===== src/sb_consts.svh =====
`ifndef SB_CONSTS_SVH
`define SB_CONSTS_SVH

// data and address width of the rv32i memory stage
`define SB_XLEN 32

// number of store queue entries
`define SB_DEPTH 8

// index width into the queue, log2 of depth
`define SB_IDX_W 3

// byte mask width follows from the data width
//   one strobe bit per byte lane

`endif


===== src/sb_pkg.sv =====
`default_nettype none

`include "sb_consts.svh"

package sb_pkg;

    // one store queue slot
    typedef struct packed {
        logic                    valid;
        // issued to the cache, waiting for ufp_resp
        logic                    sent;
        logic [`SB_XLEN-1:0]     addr;
        logic [`SB_XLEN/8-1:0]   mask;
        logic [`SB_XLEN-1:0]     data;
    } sb_entry_t;

    // pipeline request, load or store
    typedef struct packed {
        logic [`SB_XLEN-1:0]     addr;
        // zero mask means no request this cycle
        logic [`SB_XLEN/8-1:0]   mask;
        // don't care for loads
        logic [`SB_XLEN-1:0]     data;
    } mem_req_t;

    // request word toward the data cache
    typedef struct packed {
        logic [`SB_XLEN-1:0]     addr;
        logic [`SB_XLEN/8-1:0]   rmask;
        // never nonzero together with rmask
        logic [`SB_XLEN/8-1:0]   wmask;
        logic [`SB_XLEN-1:0]     wdata;
    } cache_req_t;

    // whole queue, index 0 is the oldest store
    typedef sb_entry_t [`SB_DEPTH-1:0] sb_entries_t;

endpackage

`default_nettype wire


===== src/cache_port_arbiter.sv =====
`timescale 1ns/100ps
`default_nettype none

`include "sb_consts.svh"

module cache_port_arbiter
    import sb_pkg::*;
(
    input  logic                clk,
    input  logic                rst,

    // load side
    input  logic                fwd_valid,
    input  logic [`SB_XLEN-1:0] fwd_data,
    input  logic                rd_need,
    input  mem_req_t            rd_req,

    // store side
    input  logic                head_ready,
    input  sb_entry_t           head,

    // cache response
    input  logic                ufp_resp,
    input  logic [`SB_XLEN-1:0] ufp_rdata,

    output logic                rd_issue,
    output logic                head_issue,
    output logic                head_done,
    output cache_req_t          ufp_req,
    output logic                load_resp,
    output logic [`SB_XLEN-1:0] load_data
);

    // one transaction in flight
    logic busy;

    // kind of the outstanding transaction
    logic rd_out;

    // response for the outstanding read
    logic rd_resp;

    // load wins over drain when the port is free
    assign rd_issue   = !busy && rd_need;
    assign head_issue = !busy && !rd_need && head_ready;

    // request strobe, one cycle wide
    always_comb begin
        ufp_req = '0;
        if (rd_issue) begin
            ufp_req.addr  = rd_req.addr;
            ufp_req.rmask = rd_req.mask;
        end else if (head_issue) begin
            ufp_req.addr  = head.addr;
            ufp_req.wmask = head.mask;
            ufp_req.wdata = head.data;
        end
    end

    always_ff @(posedge clk) begin
        if (rst) begin
            busy   <= 1'b0;
            rd_out <= 1'b0;
        end else if (rd_issue || head_issue) begin
            busy   <= 1'b1;
            rd_out <= rd_issue;
        end else if (ufp_resp) begin
            // port free again next cycle
            busy   <= 1'b0;
            rd_out <= 1'b0;
        end
    end

    // split the response by kind
    assign rd_resp   = ufp_resp && busy && rd_out;
    assign head_done = ufp_resp && busy && !rd_out;

    // a hit never makes a read, so at most one source per cycle
    assign load_resp = fwd_valid || rd_resp;

    always_comb begin
        if (fwd_valid) begin
            load_data = fwd_data;
        end else if (rd_resp) begin
            load_data = ufp_rdata;
        end else begin
            load_data = '0;
        end
    end

endmodule

`default_nettype wire


===== src/load_forward.sv =====
`timescale 1ns/100ps
`default_nettype none

`include "sb_consts.svh"

module load_forward
    import sb_pkg::*;
(
    input  logic                clk,
    input  logic                rst,

    // load from the memory stage
    input  mem_req_t            load_req,

    // registered queue contents
    input  sb_entries_t         entries,

    // read accepted by the arbiter
    input  logic                rd_issue,

    output logic                fwd_valid,
    output logic [`SB_XLEN-1:0] fwd_data,
    output logic                rd_need,
    output mem_req_t            rd_req
);

    // held load
    mem_req_t             pend;
    logic                 pend_valid;

    // first check already missed, stays a cache read
    logic                 missed;

    // search result
    logic                 hit;
    logic [`SB_IDX_W-1:0] hit_idx;

    // priority scan from the youngest slot down
    always_comb begin
        hit     = 1'b0;
        hit_idx = '0;
        for (int i = `SB_DEPTH-1; i >= 0; i--) begin
            if (!hit && entries[i].valid &&
                (entries[i].addr == pend.addr) &&
                (entries[i].mask == pend.mask)) begin
                hit     = 1'b1;
                hit_idx = `SB_IDX_W'(i);
            end
        end
    end

    // forward only on the first check
    //   a later store is younger than this load
    assign fwd_valid = pend_valid && !missed && hit;
    assign fwd_data  = entries[hit_idx].data;

    // miss now or earlier
    assign rd_need = pend_valid && (missed || !hit);
    assign rd_req  = pend;

    // load payload
    always_ff @(posedge clk) begin
        if (load_req.mask != '0) begin
            pend <= load_req;
        end
    end

    always_ff @(posedge clk) begin
        if (rst) begin
            pend_valid <= 1'b0;
            missed     <= 1'b0;
        end else if (load_req.mask != '0) begin
            // new load may come in the cycle of the previous load_resp
            pend_valid <= 1'b1;
            missed     <= 1'b0;
        end else if (fwd_valid || rd_issue) begin
            pend_valid <= 1'b0;
            missed     <= 1'b0;
        end else if (rd_need) begin
            // port busy, keep waiting as a read
            missed <= 1'b1;
        end
    end

endmodule

`default_nettype wire


===== src/store_buffer.sv =====
`timescale 1ns/100ps
`default_nettype none

`include "sb_consts.svh"

module store_buffer
    import sb_pkg::*;
(
    input  logic                clk,
    input  logic                rst,

    // memory stage requests
    input  mem_req_t            store_req,
    input  mem_req_t            load_req,

    // cache response
    input  logic                ufp_resp,
    input  logic [`SB_XLEN-1:0] ufp_rdata,

    // back to the memory stage
    output logic                store_resp,
    output logic                full,
    output logic                load_resp,
    output logic [`SB_XLEN-1:0] load_data,

    // toward the cache
    output cache_req_t          ufp_req
);

    // queue to load search
    sb_entries_t         entries;

    // queue to and from arbiter
    sb_entry_t           head;
    logic                head_ready;
    logic                head_issue;
    logic                head_done;

    // load search to and from arbiter
    logic                fwd_valid;
    logic [`SB_XLEN-1:0] fwd_data;
    logic                rd_need;
    mem_req_t            rd_req;
    logic                rd_issue;

    store_queue i_store_queue (
        .clk        (clk),
        .rst        (rst),
        .store_req  (store_req),
        .head_issue (head_issue),
        .head_done  (head_done),
        .store_resp (store_resp),
        .full       (full),
        .entries    (entries),
        .head       (head),
        .head_ready (head_ready)
    );

    load_forward i_load_forward (
        .clk       (clk),
        .rst       (rst),
        .load_req  (load_req),
        .entries   (entries),
        .rd_issue  (rd_issue),
        .fwd_valid (fwd_valid),
        .fwd_data  (fwd_data),
        .rd_need   (rd_need),
        .rd_req    (rd_req)
    );

    cache_port_arbiter i_cache_port_arbiter (
        .clk        (clk),
        .rst        (rst),
        .fwd_valid  (fwd_valid),
        .fwd_data   (fwd_data),
        .rd_need    (rd_need),
        .rd_req     (rd_req),
        .head_ready (head_ready),
        .head       (head),
        .ufp_resp   (ufp_resp),
        .ufp_rdata  (ufp_rdata),
        .rd_issue   (rd_issue),
        .head_issue (head_issue),
        .head_done  (head_done),
        .ufp_req    (ufp_req),
        .load_resp  (load_resp),
        .load_data  (load_data)
    );

endmodule

`default_nettype wire


===== src/store_queue.sv =====
`timescale 1ns/100ps
`default_nettype none

`include "sb_consts.svh"

module store_queue
    import sb_pkg::*;
(
    input  logic        clk,
    input  logic        rst,

    // store from the memory stage
    input  mem_req_t    store_req,

    // drain control from the arbiter
    input  logic        head_issue,
    input  logic        head_done,

    output logic        store_resp,
    output logic        full,
    output sb_entries_t entries,
    output sb_entry_t   head,
    output logic        head_ready
);

    // registered queue and its next state
    sb_entries_t          q;
    sb_entries_t          q_next;

    // first free slot, counted after a shift
    logic [`SB_IDX_W-1:0] ins_idx;
    logic                 ins_found;

    always_comb begin
        q_next    = q;
        ins_idx   = '0;
        ins_found = 1'b0;

        // head handed to the cache this cycle
        if (head_issue) begin
            q_next[0].sent = 1'b1;
        end

        // head write answered, shift everything down one place
        if (head_done) begin
            for (int i = 0; i < `SB_DEPTH-1; i++) begin
                q_next[i] = q_next[i+1];
            end
            q_next[`SB_DEPTH-1] = '0;
        end

        // lowest invalid slot keeps program order
        for (int i = 0; i < `SB_DEPTH; i++) begin
            if (!ins_found && !q_next[i].valid) begin
                ins_found = 1'b1;
                ins_idx   = `SB_IDX_W'(i);
            end
        end

        // caller never stores while full, so a slot is there
        if ((store_req.mask != '0) && ins_found) begin
            q_next[ins_idx].valid = 1'b1;
            q_next[ins_idx].sent  = 1'b0;
            q_next[ins_idx].addr  = store_req.addr;
            q_next[ins_idx].mask  = store_req.mask;
            q_next[ins_idx].data  = store_req.data;
        end
    end

    always_ff @(posedge clk) begin
        if (rst) begin
            // only the flags, payload is don't care while invalid
            for (int i = 0; i < `SB_DEPTH; i++) begin
                q[i].valid <= 1'b0;
                q[i].sent  <= 1'b0;
            end
        end else begin
            q <= q_next;
        end
    end

    // store answered one cycle after acceptance
    always_ff @(posedge clk) begin
        if (rst) begin
            store_resp <= 1'b0;
        end else begin
            store_resp <= (store_req.mask != '0);
        end
    end

    // full when every slot holds a store
    always_comb begin
        full = 1'b1;
        for (int i = 0; i < `SB_DEPTH; i++) begin
            full = full & q[i].valid;
        end
    end

    // registered view for the load search
    assign entries = q;

    // oldest store goes out first
    assign head = q[0];

    // head still waiting for the port
    assign head_ready = q[0].valid && !q[0].sent;

endmodule

`default_nettype wire


===== config.mk =====
export PLATFORM = sky130hd
export DESIGN_NAME = store_buffer
export DESIGN_NICKNAME = d
export VERILOG_FILES = /design/src/sb_pkg.sv /design/src/cache_port_arbiter.sv /design/src/load_forward.sv /design/src/store_buffer.sv /design/src/store_queue.sv
export VERILOG_INCLUDE_DIRS = /design/src
export SDC_FILE = /design/constraint.sdc
export NUM_CORES = 2
export LEC_CHECK = 0
export BUFFER_PORTS_ARGS = -buffer_cell sky130_fd_sc_hd__buf_2
export CORE_ASPECT_RATIO = 2
export CORE_MARGIN = 2
export CORE_UTILIZATION = 45
export CTS_BUF_LIST = sky130_fd_sc_hd__clkbuf_8
export DETAILED_ROUTE_END_ITERATION = 6
export PLACE_DENSITY_LB_ADDON = 0.2
export SLEW_MARGIN = 10
export SYNTH_ARGS = -nofsm -noshare
export SYNTH_HDL_FRONTEND = slang
export SYNTH_SLANG_ARGS = --single-unit

===== constraint.sdc =====
create_clock -name clk -period 16.5 [get_ports clk]
set_clock_uncertainty 0.15 [all_clocks]
set_input_delay 0.825 -clock clk [delete_from_list [all_inputs] [get_ports clk]]
set_output_delay 0.825 -clock clk [all_outputs]
set_load 0.03 [all_outputs]

==> results by stage <==
Synth:
- Of all cell types, the one taking the most synthesized area is sky130_fd_sc_hd__edfxtp_1.
- Counting every net in the synthesized netlist gives 3989.
- The proportion of synthesized chip area in sequential cells is 0.4890.
- The combined area of all synthesized cells is 36470 um^2.
- The average cell area after synthesis is 9.553 um^2.
- Of the post-synthesis cell area, the dominant cell type holds 0.4775.
- In the synthesized netlist the dominant register cell turns out to be sky130_fd_sc_hd__edfxtp_1.
- The number of register bits inferred by synthesis is 601.
- The cell count after synthesis is 3818.
- The count of different cell masters after synthesis is 58.
- After synthesis, the cell types taking the most area are sky130_fd_sc_hd__edfxtp_1, sky130_fd_sc_hd__nand2_1, sky130_fd_sc_hd__mux2i_1.
- The number of warnings printed during yosys synthesis is 0.
- In this run, synthesis inferred 580 flip-flops with an integrated enable.
- Of all flip-flops after synthesis, the portion carrying an async set or reset was 0.

Route:
- The number of iterations in the first detailed-routing pass is 6.
- The number of nets with antenna violations after detailed routing is 0.
- The total routed wirelength is 135900 um.
- In the routed layout, each cell is associated on average with a via count of 6.068.
- For this run, design rule violations remaining after detail routing come to 0.
- The via count is 29990.
- The average wire per cell in the routed design is 27.50 um.
- The detailed router finished its first iteration with 3172 violations.

CTS:
- The number of sinks handled by clock tree synthesis is 601.
- The clock tree from TritonCTS is yes.
- The root buffer cell is sky130_fd_sc_hd__clkbuf_8.
- The post-CTS clock slew at the launch and capture registers of the worst setup and hold paths is 60 ps.
- The TritonCTS buffer count is 93.
- The number of H-tree branching levels is 3.
- The total setup buffers inserted after CTS is 0.
- The worst-skew pair later-pin latency is 800 ps.
- The number of buffers between clock root and the deepest sink is 3.

Setup path:
- The category of cells accounting for the largest share of critical-path delay is simple AND/OR/NAND/NOR gates.
- The category of the worst setup path launch point is a flop.
- Among all stages on the critical path, the largest delay is contributed by sky130_fd_sc_hd__xor2_1.
- The most numerous cell type found on the critical path is sky130_fd_sc_hd__buf_4.
- Traced cell by cell, the critical path runs through xor2_1 > nor4_1 > nand4_1 > or4_2 > buf_4 > nand2_4 > nor4_1 > o21ai_4 > buf_4 > nor2_4 > buf_4 > a22o_1 > buf_2.
- Along the worst path, the maximum fanout reaches 66.
- The critical path capture point type is a primary output.
- The class of the most critical setup path is reg -> out.
- The peak per-stage delay on the critical path is 970 ps.
- The required arrival time at the worst endpoint is 15530 ps.
- STA puts the critical path data arrival time at 6960 ps.
- The buffers plus inverters on the worst setup path is 4.

Floorplan:
- The die covers 83490 um^2.
- Measured along the y axis, the die boundary spans 406.6 um.
- The width of the chip is 205.3 um.
- After floorplanning, the core was divided into 147 placement rows.
- The boundary pin count is 278.
- The initial standard-cell utilization of the core is 0.4548.
- The area of the core is 80190 um^2.

Global route:
- The number of global-route vias before repair is 28690.
- The number of antenna violations at the first check in global routing is 12.
- Global routing finished with a remaining overflow of 0.
- The first-pass GRT wire length is 196800 um.
- In the global route stage, overall resource usage came out at 0.3223.
- The pin count of the biggest net entering global routing is 196.

Worst hold path:
- The worst min-delay path class is in -> reg.

Timing:
- The setup-violating endpoint count in the final report is 0.
- The worst path meets setup with 8565 ps of slack.
- The final cycle utilization of the critical path is 0.4809.
- After routing, the total negative slack on setup checks comes to 0 ps.
- The number of failing hold endpoints at the final stage is 0.
- The worst pin sits at a relative slew slack of 0.1190.
- At the pin with the least slew margin, the transition time is 1309 ps.
- The peak clock frequency supported by timing is 126.0 MHz.
- The shortest clock period the worst path allows after layout is 7935 ps.
- The count of pins over their slew limit is 0.
- Setup repair after global routing left no endpoint under its margin.
- The worst hold margin is 49.38 ps.

Finish:
- The synthesis-to-finish area growth is 8.123%.
- The count of fill cells added during filler insertion is 7810.
- The multi-input combinational cells in the finished layout cover a total of 16930 um^2.
- The final net count is 3989.
- For this run, the share of the core covered by cells in the final layout is 0.4918.
- The count of non-filler cells in the finished layout is 4942.
- The cell area after layout is 39440 um^2.
- Of the cells placed in the final design, the portion with a size suffix greater than 1 is 0.1223.
- The sequential cell area in the final layout is 17840 um^2.

Place:
- The instance area at placement is 37740 um^2.
- Once placement completed, the tool counted placed cells totaling 4764.
- Port buffering added 245 buffers.
- The estimated wirelength of the detail-placed design is 87770 um.
- At the end of routability-driven placement, the weighted congestion stood at 1.043.
- The pre-CTS worst setup slack is 9372 ps.

Power and ir drop:
- The static leakage power is 15.67 nW.
- The share of total power dissipated in sequential elements is 0.507.
- Internal power comes to 2.785 mW.
- The part of the total power dissipated in combinational logic is 0.207.
- The switching power is 1.417 mW.
- The switching part of the total power is 0.3372.
- Power spread over the standard cell area amounts to 106.5 nW/um^2.
- IR analysis of the VDD net gives a maximum drop of 63.24 uV.
- The share of total power dissipated in the clock network is 0.287.
- The total power is 4.202 mW.

Run:
- The max-cap check violation count is 0.

Run status:
- The run finished with clean final reports.
## cell families after synthesis
family | share of synthesized area
flops | 0.4890
mux | 0.07355
simple gates | 0.1864
buf+inv | 0.05115
xor+xnor | 0.06795
compound gates | 0.1319
## layout make-up
type,instances,share of cell area
Inverter,14,0.001523
Tap cell,1043,0.03309
Clock buffer,100,0.03490
Antenna cell,8,0.0005076
Multi-Input combinational cell,2815,0.4293
Timing Repair Buffer,293,0.04131
Sequential cell,601,0.4523
Clock inverter,68,0.007138
## layer usage
metal	GRT usage	part of all wire
met4	0.2444	0.087
met2	0.5283	0.48
met5	0	0.000088
met1	0.3768	0.36
met3	0.05273	0.073
## registers in the layout, indices dropped and copies added, names as in the netlist
name	cells
i_load_forward.pend_valid	1
i_cache_port_arbiter.busy	1
i_load_forward.missed	1
i_store_queue.entries	560
i_load_forward.rd_req	36
i_store_queue.store_resp	1
i_cache_port_arbiter.rd_out	1
## worst paths after layout
| path | startpoint | endpoint | slack, ps | cells after the start |
|---|---|---|---|---|
| worst max-delay path | i_load_forward.rd_req[62] | ufp_req[44] | 8560 | 13 |
| worst min-delay path | load_req[47] | i_load_forward.rd_req[47] | 50 | 1 |
| worst max register to register | i_cache_port_arbiter.busy | i_store_queue.entries[132] | 10300 | 10 |
| worst min register to register | i_store_queue.entries[348] | i_store_queue.entries[278] | 340 | 2 |
## timing repair
action,4_1_cts,5_1_grt
endpoints found under the hold margin,2,0
gates resized for setup,0,0
hold buffers,2,0
## power groups by stage
stage	sequential [mW]	clock, mW	combinational, mW
2_1_floorplan	2.09	0	0.595
3_3_place_gp	2.15	0	0.834
3_5_place_dp	2.16	0	0.850
4_1_cts	2.13	1.22	0.853
5_1_grt	2.15	1.28	0.919
6_report	2.13	1.20	0.868
## synth_stat cells (12+ instances only)
| cell type | instances |
|---|---|
| sky130_fd_sc_hd__and3_1 | 44 |
| sky130_fd_sc_hd__clkbuf_1 | 215 |
| sky130_fd_sc_hd__nand3b_1 | 32 |
| sky130_fd_sc_hd__buf_4 | 12 |
| sky130_fd_sc_hd__buf_6 | 20 |
| sky130_fd_sc_hd__xor2_1 | 158 |
| sky130_fd_sc_hd__mux2i_1 | 268 |
| sky130_fd_sc_hd__a21o_1 | 32 |
| sky130_fd_sc_hd__buf_2 | 123 |
| sky130_fd_sc_hd__a31oi_1 | 220 |
| sky130_fd_sc_hd__dfxtp_1 | 21 |
| sky130_fd_sc_hd__nand2_1 | 895 |
| sky130_fd_sc_hd__and2_1 | 38 |
| sky130_fd_sc_hd__o21ai_0 | 303 |
| sky130_fd_sc_hd__nor4_1 | 45 |
| sky130_fd_sc_hd__o21ai_1 | 31 |
| sky130_fd_sc_hd__nand3_1 | 77 |
| sky130_fd_sc_hd__nor3_1 | 44 |
| sky130_fd_sc_hd__or3b_1 | 52 |
| sky130_fd_sc_hd__or3b_2 | 12 |
| sky130_fd_sc_hd__edfxtp_1 | 580 |
| sky130_fd_sc_hd__o21bai_1 | 32 |
| sky130_fd_sc_hd__buf_1 | 12 |
| sky130_fd_sc_hd__nand4_1 | 37 |
| sky130_fd_sc_hd__xnor2_1 | 125 |
| sky130_fd_sc_hd__a22o_1 | 32 |
| sky130_fd_sc_hd__nor2_1 | 221 |
| sky130_fd_sc_hd__a221oi_2 | 30 |
| sky130_fd_sc_hd__inv_1 | 12 |
| sky130_fd_sc_hd__a221oi_1 | 37 |
## layout by cell type, fill, tap and decap left out, types with 36 or more instances in the layout
cell type and count:
sky130_fd_sc_hd__nor4_1 44, sky130_fd_sc_hd__o21ai_0 303, sky130_fd_sc_hd__xor2_1 158, sky130_fd_sc_hd__and2_1 36, sky130_fd_sc_hd__nand4_1 37, sky130_fd_sc_hd__xnor2_1 125
sky130_fd_sc_hd__or3b_1 52, sky130_fd_sc_hd__mux2i_1 268, sky130_fd_sc_hd__nor3_1 43, sky130_fd_sc_hd__clkbuf_8 100, sky130_fd_sc_hd__nand3_1 76, sky130_fd_sc_hd__inv_1 42
sky130_fd_sc_hd__and3_1 40, sky130_fd_sc_hd__buf_2 245, sky130_fd_sc_hd__a221oi_1 37, sky130_fd_sc_hd__nand2_1 892, sky130_fd_sc_hd__a31oi_1 220, sky130_fd_sc_hd__nor2_1 219
sky130_fd_sc_hd__buf_4 43, sky130_fd_sc_hd__edfxtp_1 580
(Power assumes the default switching activity.)
